File: src/include/core_settings.svh
`ifndef CORE_SETTINGS_SVH
`define CORE_SETTINGS_SVH

// Width of a data word and of the register file entries
`define CORE_XLEN 32

// Internal PC and address adder width
`define CORE_ADDR_WIDTH 24

// First fetch address after reset
`define CORE_RESET_ADDR 32'h0000_0000

// Architectural registers, x0 included
`define CORE_REG_COUNT 32

`endif

File: src/logic/rvPkg.sv
`default_nettype none

`include "core_settings.svh"

package rvPkg;

   typedef logic [`CORE_XLEN-1:0]       wordT;   // Data word
   typedef logic [`CORE_ADDR_WIDTH-1:0] addrT;   // Internal address
   typedef logic [4:0]                  regIdT;  // Register index

   // Opcode classes, taken from instruction bits 6 to 2
   typedef enum logic [3:0] {
      kindLoad,
      kindAluImm,
      kindStore,
      kindAluReg,
      kindJal,
      kindJalr,
      kindLui,
      kindAuipc,
      kindBranch,
      kindOther    // Anything else just steps PC by 4
   } instrKindT;

   // funct3Hot[n] is set when funct3 == n
   typedef logic [7:0] funct3HotT;

   // Sequencer states, one-hot
   typedef enum logic [3:0] {
      stFetch      = 4'b0001,  // Fetch strobe
      stWaitInstr  = 4'b0010,  // Wait for the instruction word
      stExecute    = 4'b0100,  // PC update, data strobes
      stWaitAluMem = 4'b1000   // Shift or data access in progress
   } coreStateT;

endpackage

`default_nettype wire

File: src/logic/femtoCore.sv
`timescale 1ns/1ps
`default_nettype none

module femtoCore import rvPkg::*; (
   input  wire        clk,
   input  wire        mem_rstrb,
   input  wire wordT  memRdata,
   input  wire        memRbusy,
   input  wire        memWbusy,
   output wordT       memAddr,
   output wordT       memWdata,
   output logic [3:0] memWmask,
   output logic       memRead
);

   instrKindT kind;
   regIdT     rdId;
   regIdT     rs1Id;
   regIdT     rs2Id;
   funct3HotT funct3Hot;
   logic      subOrArith;
   wordT      immI;
   wordT      immS;
   wordT      immB;
   wordT      immJ;
   wordT      immU;
   wordT      rs1Val;
   wordT      rs2Val;
   wordT      aluOut;
   wordT      aluSum;
   logic      branchTaken;
   logic      aluBusy;
   logic      instrLoad;
   logic      aluStart;
   logic      execPhase;
   addrT      pcPlus4;
   addrT      pcPlusImm;
   logic      regWrite;
   wordT      rdData;

   // Source indices straight from the incoming word
   assign rs1Id = memRdata[19:15];
   assign rs2Id = memRdata[24:20];

   rvDecoder decoder (
      .clk(clk), .instrLoad(instrLoad), .memRdata(memRdata),
      .kind(kind), .rdId(rdId), .funct3Hot(funct3Hot), .subOrArith(subOrArith),
      .immI(immI), .immS(immS), .immB(immB), .immJ(immJ), .immU(immU)
   );

   rvRegisterFile regFile (
      .clk(clk), .instrLoad(instrLoad), .rs1Id(rs1Id), .rs2Id(rs2Id),
      .regWrite(regWrite), .rdId(rdId), .rdData(rdData),
      .rs1Val(rs1Val), .rs2Val(rs2Val)
   );

   rvAlu alu (
      .clk(clk), .mem_rstrb(mem_rstrb), .aluStart(aluStart), .kind(kind),
      .funct3Hot(funct3Hot), .subOrArith(subOrArith), .rs1Val(rs1Val), .rs2Val(rs2Val),
      .immI(immI), .aluOut(aluOut), .aluSum(aluSum), .branchTaken(branchTaken),
      .aluBusy(aluBusy)
   );

   rvControl control (
      .clk(clk), .mem_rstrb(mem_rstrb), .kind(kind),
      .immI(immI), .immS(immS), .immB(immB), .immJ(immJ), .immU(immU),
      .rs1Val(rs1Val), .rs2Val(rs2Val), .aluSum(aluSum), .branchTaken(branchTaken),
      .aluBusy(aluBusy), .memRbusy(memRbusy), .memWbusy(memWbusy),
      .instrLoad(instrLoad), .aluStart(aluStart), .execPhase(execPhase),
      .pc(), .pcPlus4(pcPlus4), .pcPlusImm(pcPlusImm),
      .memAddr(memAddr), .memWdata(memWdata), .memWmask(memWmask), .memRead(memRead)
   );

   rvWriteback writeback (
      .execPhase(execPhase), .kind(kind), .aluOut(aluOut), .immU(immU),
      .pcPlus4(pcPlus4), .pcPlusImm(pcPlusImm), .memRdata(memRdata),
      .regWrite(regWrite), .rdData(rdData)
   );

endmodule

`default_nettype wire

File: src/logic/rvAlu.sv
`timescale 1ns/1ps
`default_nettype none

`include "core_settings.svh"

module rvAlu import rvPkg::*; (
   input  wire            clk,
   input  wire            mem_rstrb,
   input  wire            aluStart,
   input  wire instrKindT kind,
   input  wire funct3HotT funct3Hot,
   input  wire            subOrArith,
   input  wire wordT      rs1Val,
   input  wire wordT      rs2Val,
   input  wire wordT      immI,
   output wordT           aluOut,
   output wordT           aluSum,
   output logic           branchTaken,
   output logic           aluBusy
);

   wordT                aluIn2;
   logic [`CORE_XLEN:0] aluMinus;  // One extra bit for the borrow
   logic                lt;
   logic                ltu;
   logic                eq;
   logic                isShift;
   wordT                shiftReg;
   logic [4:0]          shamt;     // Bits still to shift

   // Register form and branches compare rs2, the rest use immI
   assign aluIn2 = ((kind == kindAluReg) || (kind == kindBranch)) ? rs2Val : immI;

   assign aluSum = rs1Val + aluIn2;  // Also the JALR target

   // rs1 - rs2 in 33 bits gives the difference and all comparisons
   assign aluMinus = {1'b1, ~aluIn2} + {1'b0, rs1Val} + (`CORE_XLEN+1)'(1);
   assign ltu      = aluMinus[`CORE_XLEN];
   assign eq       = (aluMinus[`CORE_XLEN-1:0] == '0);
   assign lt       = (rs1Val[`CORE_XLEN-1] ^ aluIn2[`CORE_XLEN-1]) ?
                     rs1Val[`CORE_XLEN-1] : ltu;  // Signs differ, rs1 sign decides

   assign isShift = funct3Hot[1] | funct3Hot[5];  // SLL, SRL, SRA

   assign aluOut =
      (funct3Hot[0] ? (subOrArith ? aluMinus[`CORE_XLEN-1:0] : aluSum) : '0) |
      (funct3Hot[2] ? {{(`CORE_XLEN-1){1'b0}}, lt}                       : '0) |
      (funct3Hot[3] ? {{(`CORE_XLEN-1){1'b0}}, ltu}                      : '0) |
      (funct3Hot[4] ? (rs1Val ^ aluIn2)                                  : '0) |
      (funct3Hot[6] ? (rs1Val | aluIn2)                                  : '0) |
      (funct3Hot[7] ? (rs1Val & aluIn2)                                  : '0) |
      (isShift      ? shiftReg                                           : '0);

   // Branch conditions for funct3 0, 1 and 4 to 7
   assign branchTaken = (funct3Hot[0] &  eq)  |  // BEQ
                        (funct3Hot[1] & ~eq)  |  // BNE
                        (funct3Hot[4] &  lt)  |  // BLT
                        (funct3Hot[5] & ~lt)  |  // BGE
                        (funct3Hot[6] &  ltu) |  // BLTU
                        (funct3Hot[7] & ~ltu);   // BGEU

   // Shift count loaded from the low five bits of the second operand
   always_ff @(posedge clk) begin
      if (mem_rstrb) begin
         shamt <= '0;
      end else if (aluStart && isShift) begin
         shamt <= aluIn2[4:0];
      end else if (shamt != '0) begin
         shamt <= shamt - 5'd1;
      end
   end

   // One bit position per cycle
   always_ff @(posedge clk) begin
      if (aluStart && isShift) begin
         shiftReg <= rs1Val;
      end else if (shamt != '0) begin
         if (funct3Hot[1]) begin
            shiftReg <= shiftReg << 1;  // SLL
         end else begin
            // SRA fills with the sign bit, SRL with zero
            shiftReg <= {subOrArith & shiftReg[`CORE_XLEN-1], shiftReg[`CORE_XLEN-1:1]};
         end
      end
   end

   // Busy also flags the start of a shift so the sequencer goes to wait
   assign aluBusy = (aluStart & isShift) | (shamt != '0);

endmodule

`default_nettype wire

File: src/logic/rvControl.sv
`timescale 1ns/1ps
`default_nettype none

`include "core_settings.svh"

module rvControl import rvPkg::*; (
   input  wire            clk,
   input  wire            mem_rstrb,
   input  wire instrKindT kind,
   input  wire wordT      immI,
   input  wire wordT      immS,
   input  wire wordT      immB,
   input  wire wordT      immJ,
   input  wire wordT      immU,
   input  wire wordT      rs1Val,
   input  wire wordT      rs2Val,
   input  wire wordT      aluSum,
   input  wire            branchTaken,
   input  wire            aluBusy,
   input  wire            memRbusy,
   input  wire            memWbusy,
   output logic           instrLoad,
   output logic           aluStart,
   output logic           execPhase,
   output addrT           pc,
   output addrT           pcPlus4,
   output addrT           pcPlusImm,
   output wordT           memAddr,
   output wordT           memWdata,
   output logic [3:0]     memWmask,
   output logic           memRead
);

   localparam addrT resetPc = addrT'(`CORE_RESET_ADDR);

   coreStateT state;
   logic      isLoad;
   logic      isStore;
   logic      isAlu;
   logic      isJal;
   logic      isJalr;
   logic      isAuipc;
   logic      isBranch;
   logic      needWait;
   addrT      jumpImm;
   addrT      lsAddr;
   addrT      nextPc;

   assign isLoad   = (kind == kindLoad);
   assign isStore  = (kind == kindStore);
   assign isAlu    = (kind == kindAluImm) || (kind == kindAluReg);
   assign isJal    = (kind == kindJal);
   assign isJalr   = (kind == kindJalr);
   assign isAuipc  = (kind == kindAuipc);
   assign isBranch = (kind == kindBranch);

   // One adder for JAL, AUIPC and branch targets
   assign jumpImm   = isJal   ? immJ[`CORE_ADDR_WIDTH-1:0] :
                      isAuipc ? immU[`CORE_ADDR_WIDTH-1:0] :
                                immB[`CORE_ADDR_WIDTH-1:0];
   assign pcPlusImm = pc + jumpImm;
   assign pcPlus4   = pc + addrT'(4);

   // Separate adder for the data address
   assign lsAddr = rs1Val[`CORE_ADDR_WIDTH-1:0] +
                   (isStore ? immS[`CORE_ADDR_WIDTH-1:0] : immI[`CORE_ADDR_WIDTH-1:0]);

   assign nextPc = isJalr                              ? {aluSum[`CORE_ADDR_WIDTH-1:1], 1'b0} :
                   (isJal || (isBranch && branchTaken)) ? pcPlusImm :
                                                          pcPlus4;

   // Data accesses always wait, shifts wait while the ALU is busy
   assign needWait = isLoad | isStore | aluBusy;

   always_ff @(posedge clk) begin
      if (mem_rstrb) begin
         state <= stWaitAluMem;  // Let the memory go idle first
         pc    <= resetPc;
      end else begin
         unique case (state)
            stFetch: state <= stWaitInstr;
            stWaitInstr: begin
               if (!memRbusy) begin
                  state <= stExecute;
               end
            end
            stExecute: begin
               pc    <= nextPc;
               state <= needWait ? stWaitAluMem : stFetch;
            end
            stWaitAluMem: begin
               if (!aluBusy && !memRbusy && !memWbusy) begin
                  state <= stFetch;
               end
            end
            default: state <= stWaitAluMem;
         endcase
      end
   end

   assign instrLoad = (state == stWaitInstr) & ~memRbusy;
   assign aluStart  = (state == stExecute) & isAlu;
   assign execPhase = (state == stExecute) | (state == stWaitAluMem);

   // PC drives the bus until the instruction is in
   assign memAddr  = wordT'(((state == stFetch) || (state == stWaitInstr)) ? pc : lsAddr);
   assign memWdata = rs2Val;
   assign memWmask = {4{(state == stExecute) & isStore}};  // Whole words only
   assign memRead  = (state == stFetch) | ((state == stExecute) & isLoad);

endmodule

`default_nettype wire

File: src/logic/rvDecoder.sv
`timescale 1ns/1ps
`default_nettype none

module rvDecoder import rvPkg::*; (
   input  wire        clk,
   input  wire        instrLoad,
   input  wire wordT  memRdata,
   output instrKindT  kind,
   output regIdT      rdId,
   output funct3HotT  funct3Hot,
   output logic       subOrArith,
   output wordT       immI,
   output wordT       immS,
   output wordT       immB,
   output wordT       immJ,
   output wordT       immU
);

   // Bits 1:0 are always 11 in RV32I, so they are not kept
   logic [31:2] instr;

   always_ff @(posedge clk) begin
      if (instrLoad) begin
         instr <= memRdata[31:2];
      end
   end

   // Opcode class from bits 6 to 2
   always_comb begin
      case (instr[6:2])
         5'b00000: kind = kindLoad;    // rd <- mem[rs1 + immI]
         5'b00100: kind = kindAluImm;  // rd <- rs1 op immI
         5'b01000: kind = kindStore;   // mem[rs1 + immS] <- rs2
         5'b01100: kind = kindAluReg;  // rd <- rs1 op rs2
         5'b11011: kind = kindJal;
         5'b11001: kind = kindJalr;
         5'b01101: kind = kindLui;
         5'b00101: kind = kindAuipc;
         5'b11000: kind = kindBranch;
         default:  kind = kindOther;
      endcase
   end

   assign rdId      = instr[11:7];
   assign funct3Hot = funct3HotT'(8'b0000_0001 << instr[14:12]);

   // Bit 30 selects SUB over ADD only in register form, since in ADDI it is
   // an immediate bit. For shifts by funct3 101 it picks SRA in both forms
   assign subOrArith = instr[30] & (instr[5] | funct3Hot[5]);

   // Sign-extended immediate formats
   assign immI = {{21{instr[31]}}, instr[30:20]};
   assign immS = {{21{instr[31]}}, instr[30:25], instr[11:7]};
   assign immB = {{20{instr[31]}}, instr[7], instr[30:25], instr[11:8], 1'b0};
   assign immJ = {{12{instr[31]}}, instr[19:12], instr[20], instr[30:21], 1'b0};
   assign immU = {instr[31:12], 12'b0};  // Upper 20 bits, low 12 cleared

endmodule

`default_nettype wire

File: src/logic/rvRegisterFile.sv
`timescale 1ns/1ps
`default_nettype none

`include "core_settings.svh"

module rvRegisterFile import rvPkg::*; (
   input  wire        clk,
   input  wire        instrLoad,
   input  wire regIdT rs1Id,
   input  wire regIdT rs2Id,
   input  wire        regWrite,
   input  wire regIdT rdId,
   input  wire wordT  rdData,
   output wordT       rs1Val,
   output wordT       rs2Val
);

   // No storage for x0
   wordT regs [1:`CORE_REG_COUNT-1];

   always_ff @(posedge clk) begin
      if (regWrite && (rdId != '0)) begin
         regs[rdId] <= rdData;  // Writes to x0 dropped
      end
   end

   // Operands captured together with the instruction word
   always_ff @(posedge clk) begin
      if (instrLoad) begin
         rs1Val <= (rs1Id == '0) ? '0 : regs[rs1Id];
         rs2Val <= (rs2Id == '0) ? '0 : regs[rs2Id];
      end
   end

endmodule

`default_nettype wire

File: src/logic/rvWriteback.sv
`timescale 1ns/1ps
`default_nettype none

module rvWriteback import rvPkg::*; (
   input  wire            execPhase,
   input  wire instrKindT kind,
   input  wire wordT      aluOut,
   input  wire wordT      immU,
   input  wire addrT      pcPlus4,
   input  wire addrT      pcPlusImm,
   input  wire wordT      memRdata,
   output logic           regWrite,
   output wordT           rdData
);

   // Result source per instruction kind
   always_comb begin
      case (kind)
         kindAluImm,
         kindAluReg: rdData = aluOut;
         kindLui:    rdData = immU;
         kindAuipc:  rdData = wordT'(pcPlusImm);  // Zero-extended address
         kindJal,
         kindJalr:   rdData = wordT'(pcPlus4);    // Link value
         kindLoad:   rdData = memRdata;           // Valid at the end of the wait
         default:    rdData = '0;
      endcase
   end

   // Written in both execute and wait, the last write holds the final value
   assign regWrite = execPhase &
                     (kind != kindStore) &
                     (kind != kindBranch) &
                     (kind != kindOther);

endmodule

`default_nettype wire

File: config.mk
export PLATFORM = sky130hd
export DESIGN_NAME = femtoCore
export DESIGN_NICKNAME = d
export VERILOG_FILES = /design/src/logic/rvPkg.sv /design/src/logic/femtoCore.sv /design/src/logic/rvAlu.sv /design/src/logic/rvControl.sv /design/src/logic/rvDecoder.sv /design/src/logic/rvRegisterFile.sv /design/src/logic/rvWriteback.sv
export VERILOG_INCLUDE_DIRS = /design/src /design/src/include
export SDC_FILE = /design/constraint.sdc
export NUM_CORES = 2
export LEC_CHECK = 0
export ABC_AREA = 0
export BUFFER_PORTS_ARGS = -buffer_cell sky130_fd_sc_hd__buf_2
export CAP_MARGIN = 20
export CORE_UTILIZATION = 49
export CTS_CLUSTER_DIAMETER = 50
export DETAILED_ROUTE_END_ITERATION = 8
export PLACE_DENSITY = 0.65
export SYNTH_ARGS = -nofsm -noshare
export SYNTH_HDL_FRONTEND = slang
export SYNTH_SLANG_ARGS = --single-unit
File: constraint.sdc
create_clock -name clk -period 9.4 [get_ports clk]
set_clock_uncertainty 0.2 [all_clocks]
set_input_delay 1.88 -clock clk [delete_from_list [all_inputs] [get_ports clk]]
set_output_delay 1.88 -clock clk [all_outputs]
set_load 0.02 [all_outputs]
==> summary.md <==
| Metric | Value |
|---|---|
| Status | complete, no violations |
| Clk sinks | 1,154 |
| Most common cell after layout, fill and taps aside | edfxtp_1 |
| Synth async-reset ratio | 0% |
| Starting Density | 49.6% |
| YS warnings | 0 |
| R2R depth | 20 |
| Endpoints failing hold | 0 |
| Netlist cell types | 100 |
| Drt via density | 6.92 |
| Post-CTS setup buffers | 0 |
| Largest net degree at the start of global routing | 110 |
| Simple-gate portion of the synthesized area | 6.55% |
| Compound-Gate Fraction of Synth Area | 8.31% |
| Post-detail-place hpwl | 133 mm |
| Grt ovf | 0 |
| Synth Instances | 4,237 |
| Fillers | 9,997 |
| Share of cells above drive strength 1 | 25.3% |
| Die W | 359 um |
| R2R Setup Slk | 1.86 ns |
| Final Net Count | 4,478 |
| Worst R2R Start | decoder.kind[0] |
| CP Capture Type | output pin |
| Max Clk Rate | 0.122 GHz |
| Num CTS Buffers | 132 |
| Comb power frac | 8.6% |
| Final TNS setup | 0 ns |
| Average wire per standard cell | 35.5 um |
| Drt total wl | 215 mm |
| CORE AREA | 126,000 um^2 |
| Min Tclk post-route | 8.21 ns |
| Met2 Wirelength | 99.9 mm |
| Crit Path Max Fanout | 17 |
| Die area | 129,000 um^2 |
| Worst Path Class, Setup | flop to output pin |
| Net switching power | 2.80 mW |
| Netlist Area Pre-Place | 62,500 um^2 |
| Clock Tree Root | clkbuf_16 |
| Sequential Power Share | 49.6% |
| Post-synth EDFFs | 1,118 |
| Fin. max-slew vios | 0 |
| Main combinational cell family by area after synthesis | multiplexers |
| Vias in the first global route | 40,700 |
| Launch point of the worst path | decoder.kind[0] |
| Worst Setup Start Kind | flop |
| WP data required | 7.32 ns |
| Sequential-to-total area share from yosys stat | 54.8% |
| Drc violations | 0 |
| Slew margin rel. | 24.3% |
| Via count of the routed design | 41,800 |
| Sw Ratio | 23.7% |
| Worst VDD drop | 0.125 mV |
| Worst hold margin | 0.331 ns |
| Hold buffer count at cts | 0 |
| Tot GR Track Use | 33.1% |
| Average cell area after synthesis | 14.8 um^2 |
| Max-cap violations | 0 |
| Cell repeated most along the worst path | nand2_1 |
| H-Tree Level Count | 4 |
| Flops & latches, synth | 1,154 |
| Mux cell area share after synthesis | 23.0% |
| Ports | 105 |
| Highest routed layer | met5 |
| Clock buffer depth | 3 |
| Metal3 WL | 21.5 mm |
| Worst setup endpoint | memAddr[23] |
| Post-Synth XOR/XNOR Area | 1.60% |
| Synth Area in Adders | 3.07% |
| Post-cts gate resize count | 0 |
| Clk Latency, worst-skew pair | 0.77 ns |
| Worst hold path class | flop to flop |
| Critical path cell sequence | inv_1 > nand2_1 > nor3_1 > mux2_2 > ha_1 > a21o_1 > a21oi_1 > o21ba_2 > o21ai_0 > a211oi_1 > o31ai_1 > nand2_1 > a311oi_1 > nand3_1 > nand2_1 > a21oi_1 > a211oi_1 > buf_2 |
| Power Density | 170 nW/um^2 |
| First-pass DRT Iterations | 8 |
| Initial antenna violation count | 4 |
| Most used DFF post-synth | edfxtp_1 |
| TritonCTS clock tree | done |
| CTS clk-pin slew, worst paths | 0.05 ns |
| Metal-1 WL | 81.7 mm |
| 1st-iter DRT viols | 5,849 |
| Unrepaired setup endpoints after global routing | no |
| Crit Reg-Reg Endpoint | control.pc[11] |
| Worst EP arrival | 6.13 ns |
| Placer Congestion | 1.04 |
| Crit-path max cell delay | 0.56 ns |
| Clock share of power | 41.8% |
| First-pass GRT wire length | 301 mm |
| Port bufs | 96 |
| Antenna-violating nets left | 0 |
| Chip Height | 359 um |
| Area Growth Syn to Fin | 11.3% |
| Tcrit/Tclk final | 87.4% |
| Setup-failing EPs final | 0 |
| Static leakage | 24.0 nW |
| CP max stage cell | nor3_1 |
| Most frequent cells in the layout | edfxtp_1, mux4_2, nor2_1 |
| Num rows | 130 |
| Worst-Margin Slew | 1.13 ns |
| Int Pwr | 9.02 mW |
-- worst min-delay path by stage --
| stage | to | startpoint | cells past startpoint | slack (ns) |
|---|---|---|---|---|
| floorplan | alu.shamt[4] | alu.shamt[4] | 2 | 0.28 |
| global placement | alu.shamt[4] | alu.shamt[4] | 2 | 0.31 |
| detailed placement | alu.shamt[4] | alu.shamt[4] | 2 | 0.32 |
| CTS | alu.shamt[4] | alu.shamt[4] | 2 | 0.33 |
| global route | alu.shamt[4] | alu.shamt[4] | 2 | 0.35 |
| finish | alu.shamt[4] | alu.shamt[4] | 2 | 0.33 |
-- power by group through the flow --
stage / Clock (mW) / Combinational, mW / Sequential, mW
6_report: 4.94 / 1.02 / 5.86
2_1_floorplan: 0 / 0.698 / 5.92
4_1_cts: 5.00 / 1.01 / 5.85
3_3_place_gp: 0 / 0.998 / 5.96
5_1_grt: 5.18 / 1.08 / 5.87
3_5_place_dp: 0 / 1.01 / 5.96
-- sequential cells by signal, indices dropped and copies added (netlist names) --
signal,cells
regFile.regs,992
alu.shiftReg,32
regFile.rs1Val,32
regFile.rs2Val,32
decoder.instr,30
control.pc,23
alu.shamt,5
control.state,4
decoder.kind,4
-- layer usage --
layer  track usage, %  vias to the layer above
li1                 -                    17200
met1             44.5                    21700
met2             51.4                     2437
met3             7.07                      472
met4             16.5                        2
met5                0                        -
-- worst max-delay path, delay by kind of cell (launching register included) --
family	cells	cell delay, ns
AND/OR/NAND/NOR	5	1.18
buffers and inverters	2	0.71
AO/OA/AOI/OAI	9	2.26
multiplexers	1	0.43
flip-flops	1	0.49
adder cells (fa/ha/maj)	1	0.27
-- Yosys cell counts (44+ instances only) --
master,number,area (um^2)
a211oi_1,47,353
a21o_1,50,375
a21oi_1,231,1160
a31oi_1,46,288
buf_1,70,263
clkbuf_1,213,800
edfxtp_1,1118,33600
ha_1,147,1840
inv_1,107,402
mux2i_1,172,1720
mux4_2,552,12400
nand2_1,228,856
nand3_1,53,265
nor2_1,354,1330
nor3_1,44,220
o21ai_0,122,611
xnor2_1,78,683
-- layout make-up --
cell class	count	area (um^2)	area share, %
clock buffer	160	3510	5.05
timing repair buffer	219	1630	2.34
clock inverter	71	581	0.835
multi-input combinational	2675	27100	38.9
inverter	109	409	0.588
sequential	1154	34300	49.3
antenna	3	7.51	0.0108
tap	1650	2060	2.97
-- kinds of logic (layout without fill, tap and decap cells) --
family | Yosys count | after routing
other cells | 1 | 11
simple gates | 886 | 886
compound gates | 770 | 770
mux | 746 | 746
xor+xnor | 114 | 114
fa+ha+maj | 151 | 151
flops | 1154 | 1154
buf+inv | 415 | 559
-- metrics by stage --
| stage | worst slack, ns | total power, mW | cell area [um^2] | utilization [%] | cells |
|---|---|---|---|---|---|
| after floorplan | 2.37 | 6.62 | 62600 | - | 4244 |
| after detailed placement | 2.08 | 6.97 | 65300 | 51.8 | 5800 |
| after global routing | 0.716 | 12.1 | 69600 | 55.2 | 6038 |
| after CTS | 1.23 | 11.9 | 69400 | 55.1 | 6031 |
| final | 1.19 | 11.8 | 69600 | 55.2 | 6041 |
| after global placement | 2.10 | 6.96 | 65300 | 51.8 | 5797 |
No activity file was read; power rests on OpenSTA's default activity.
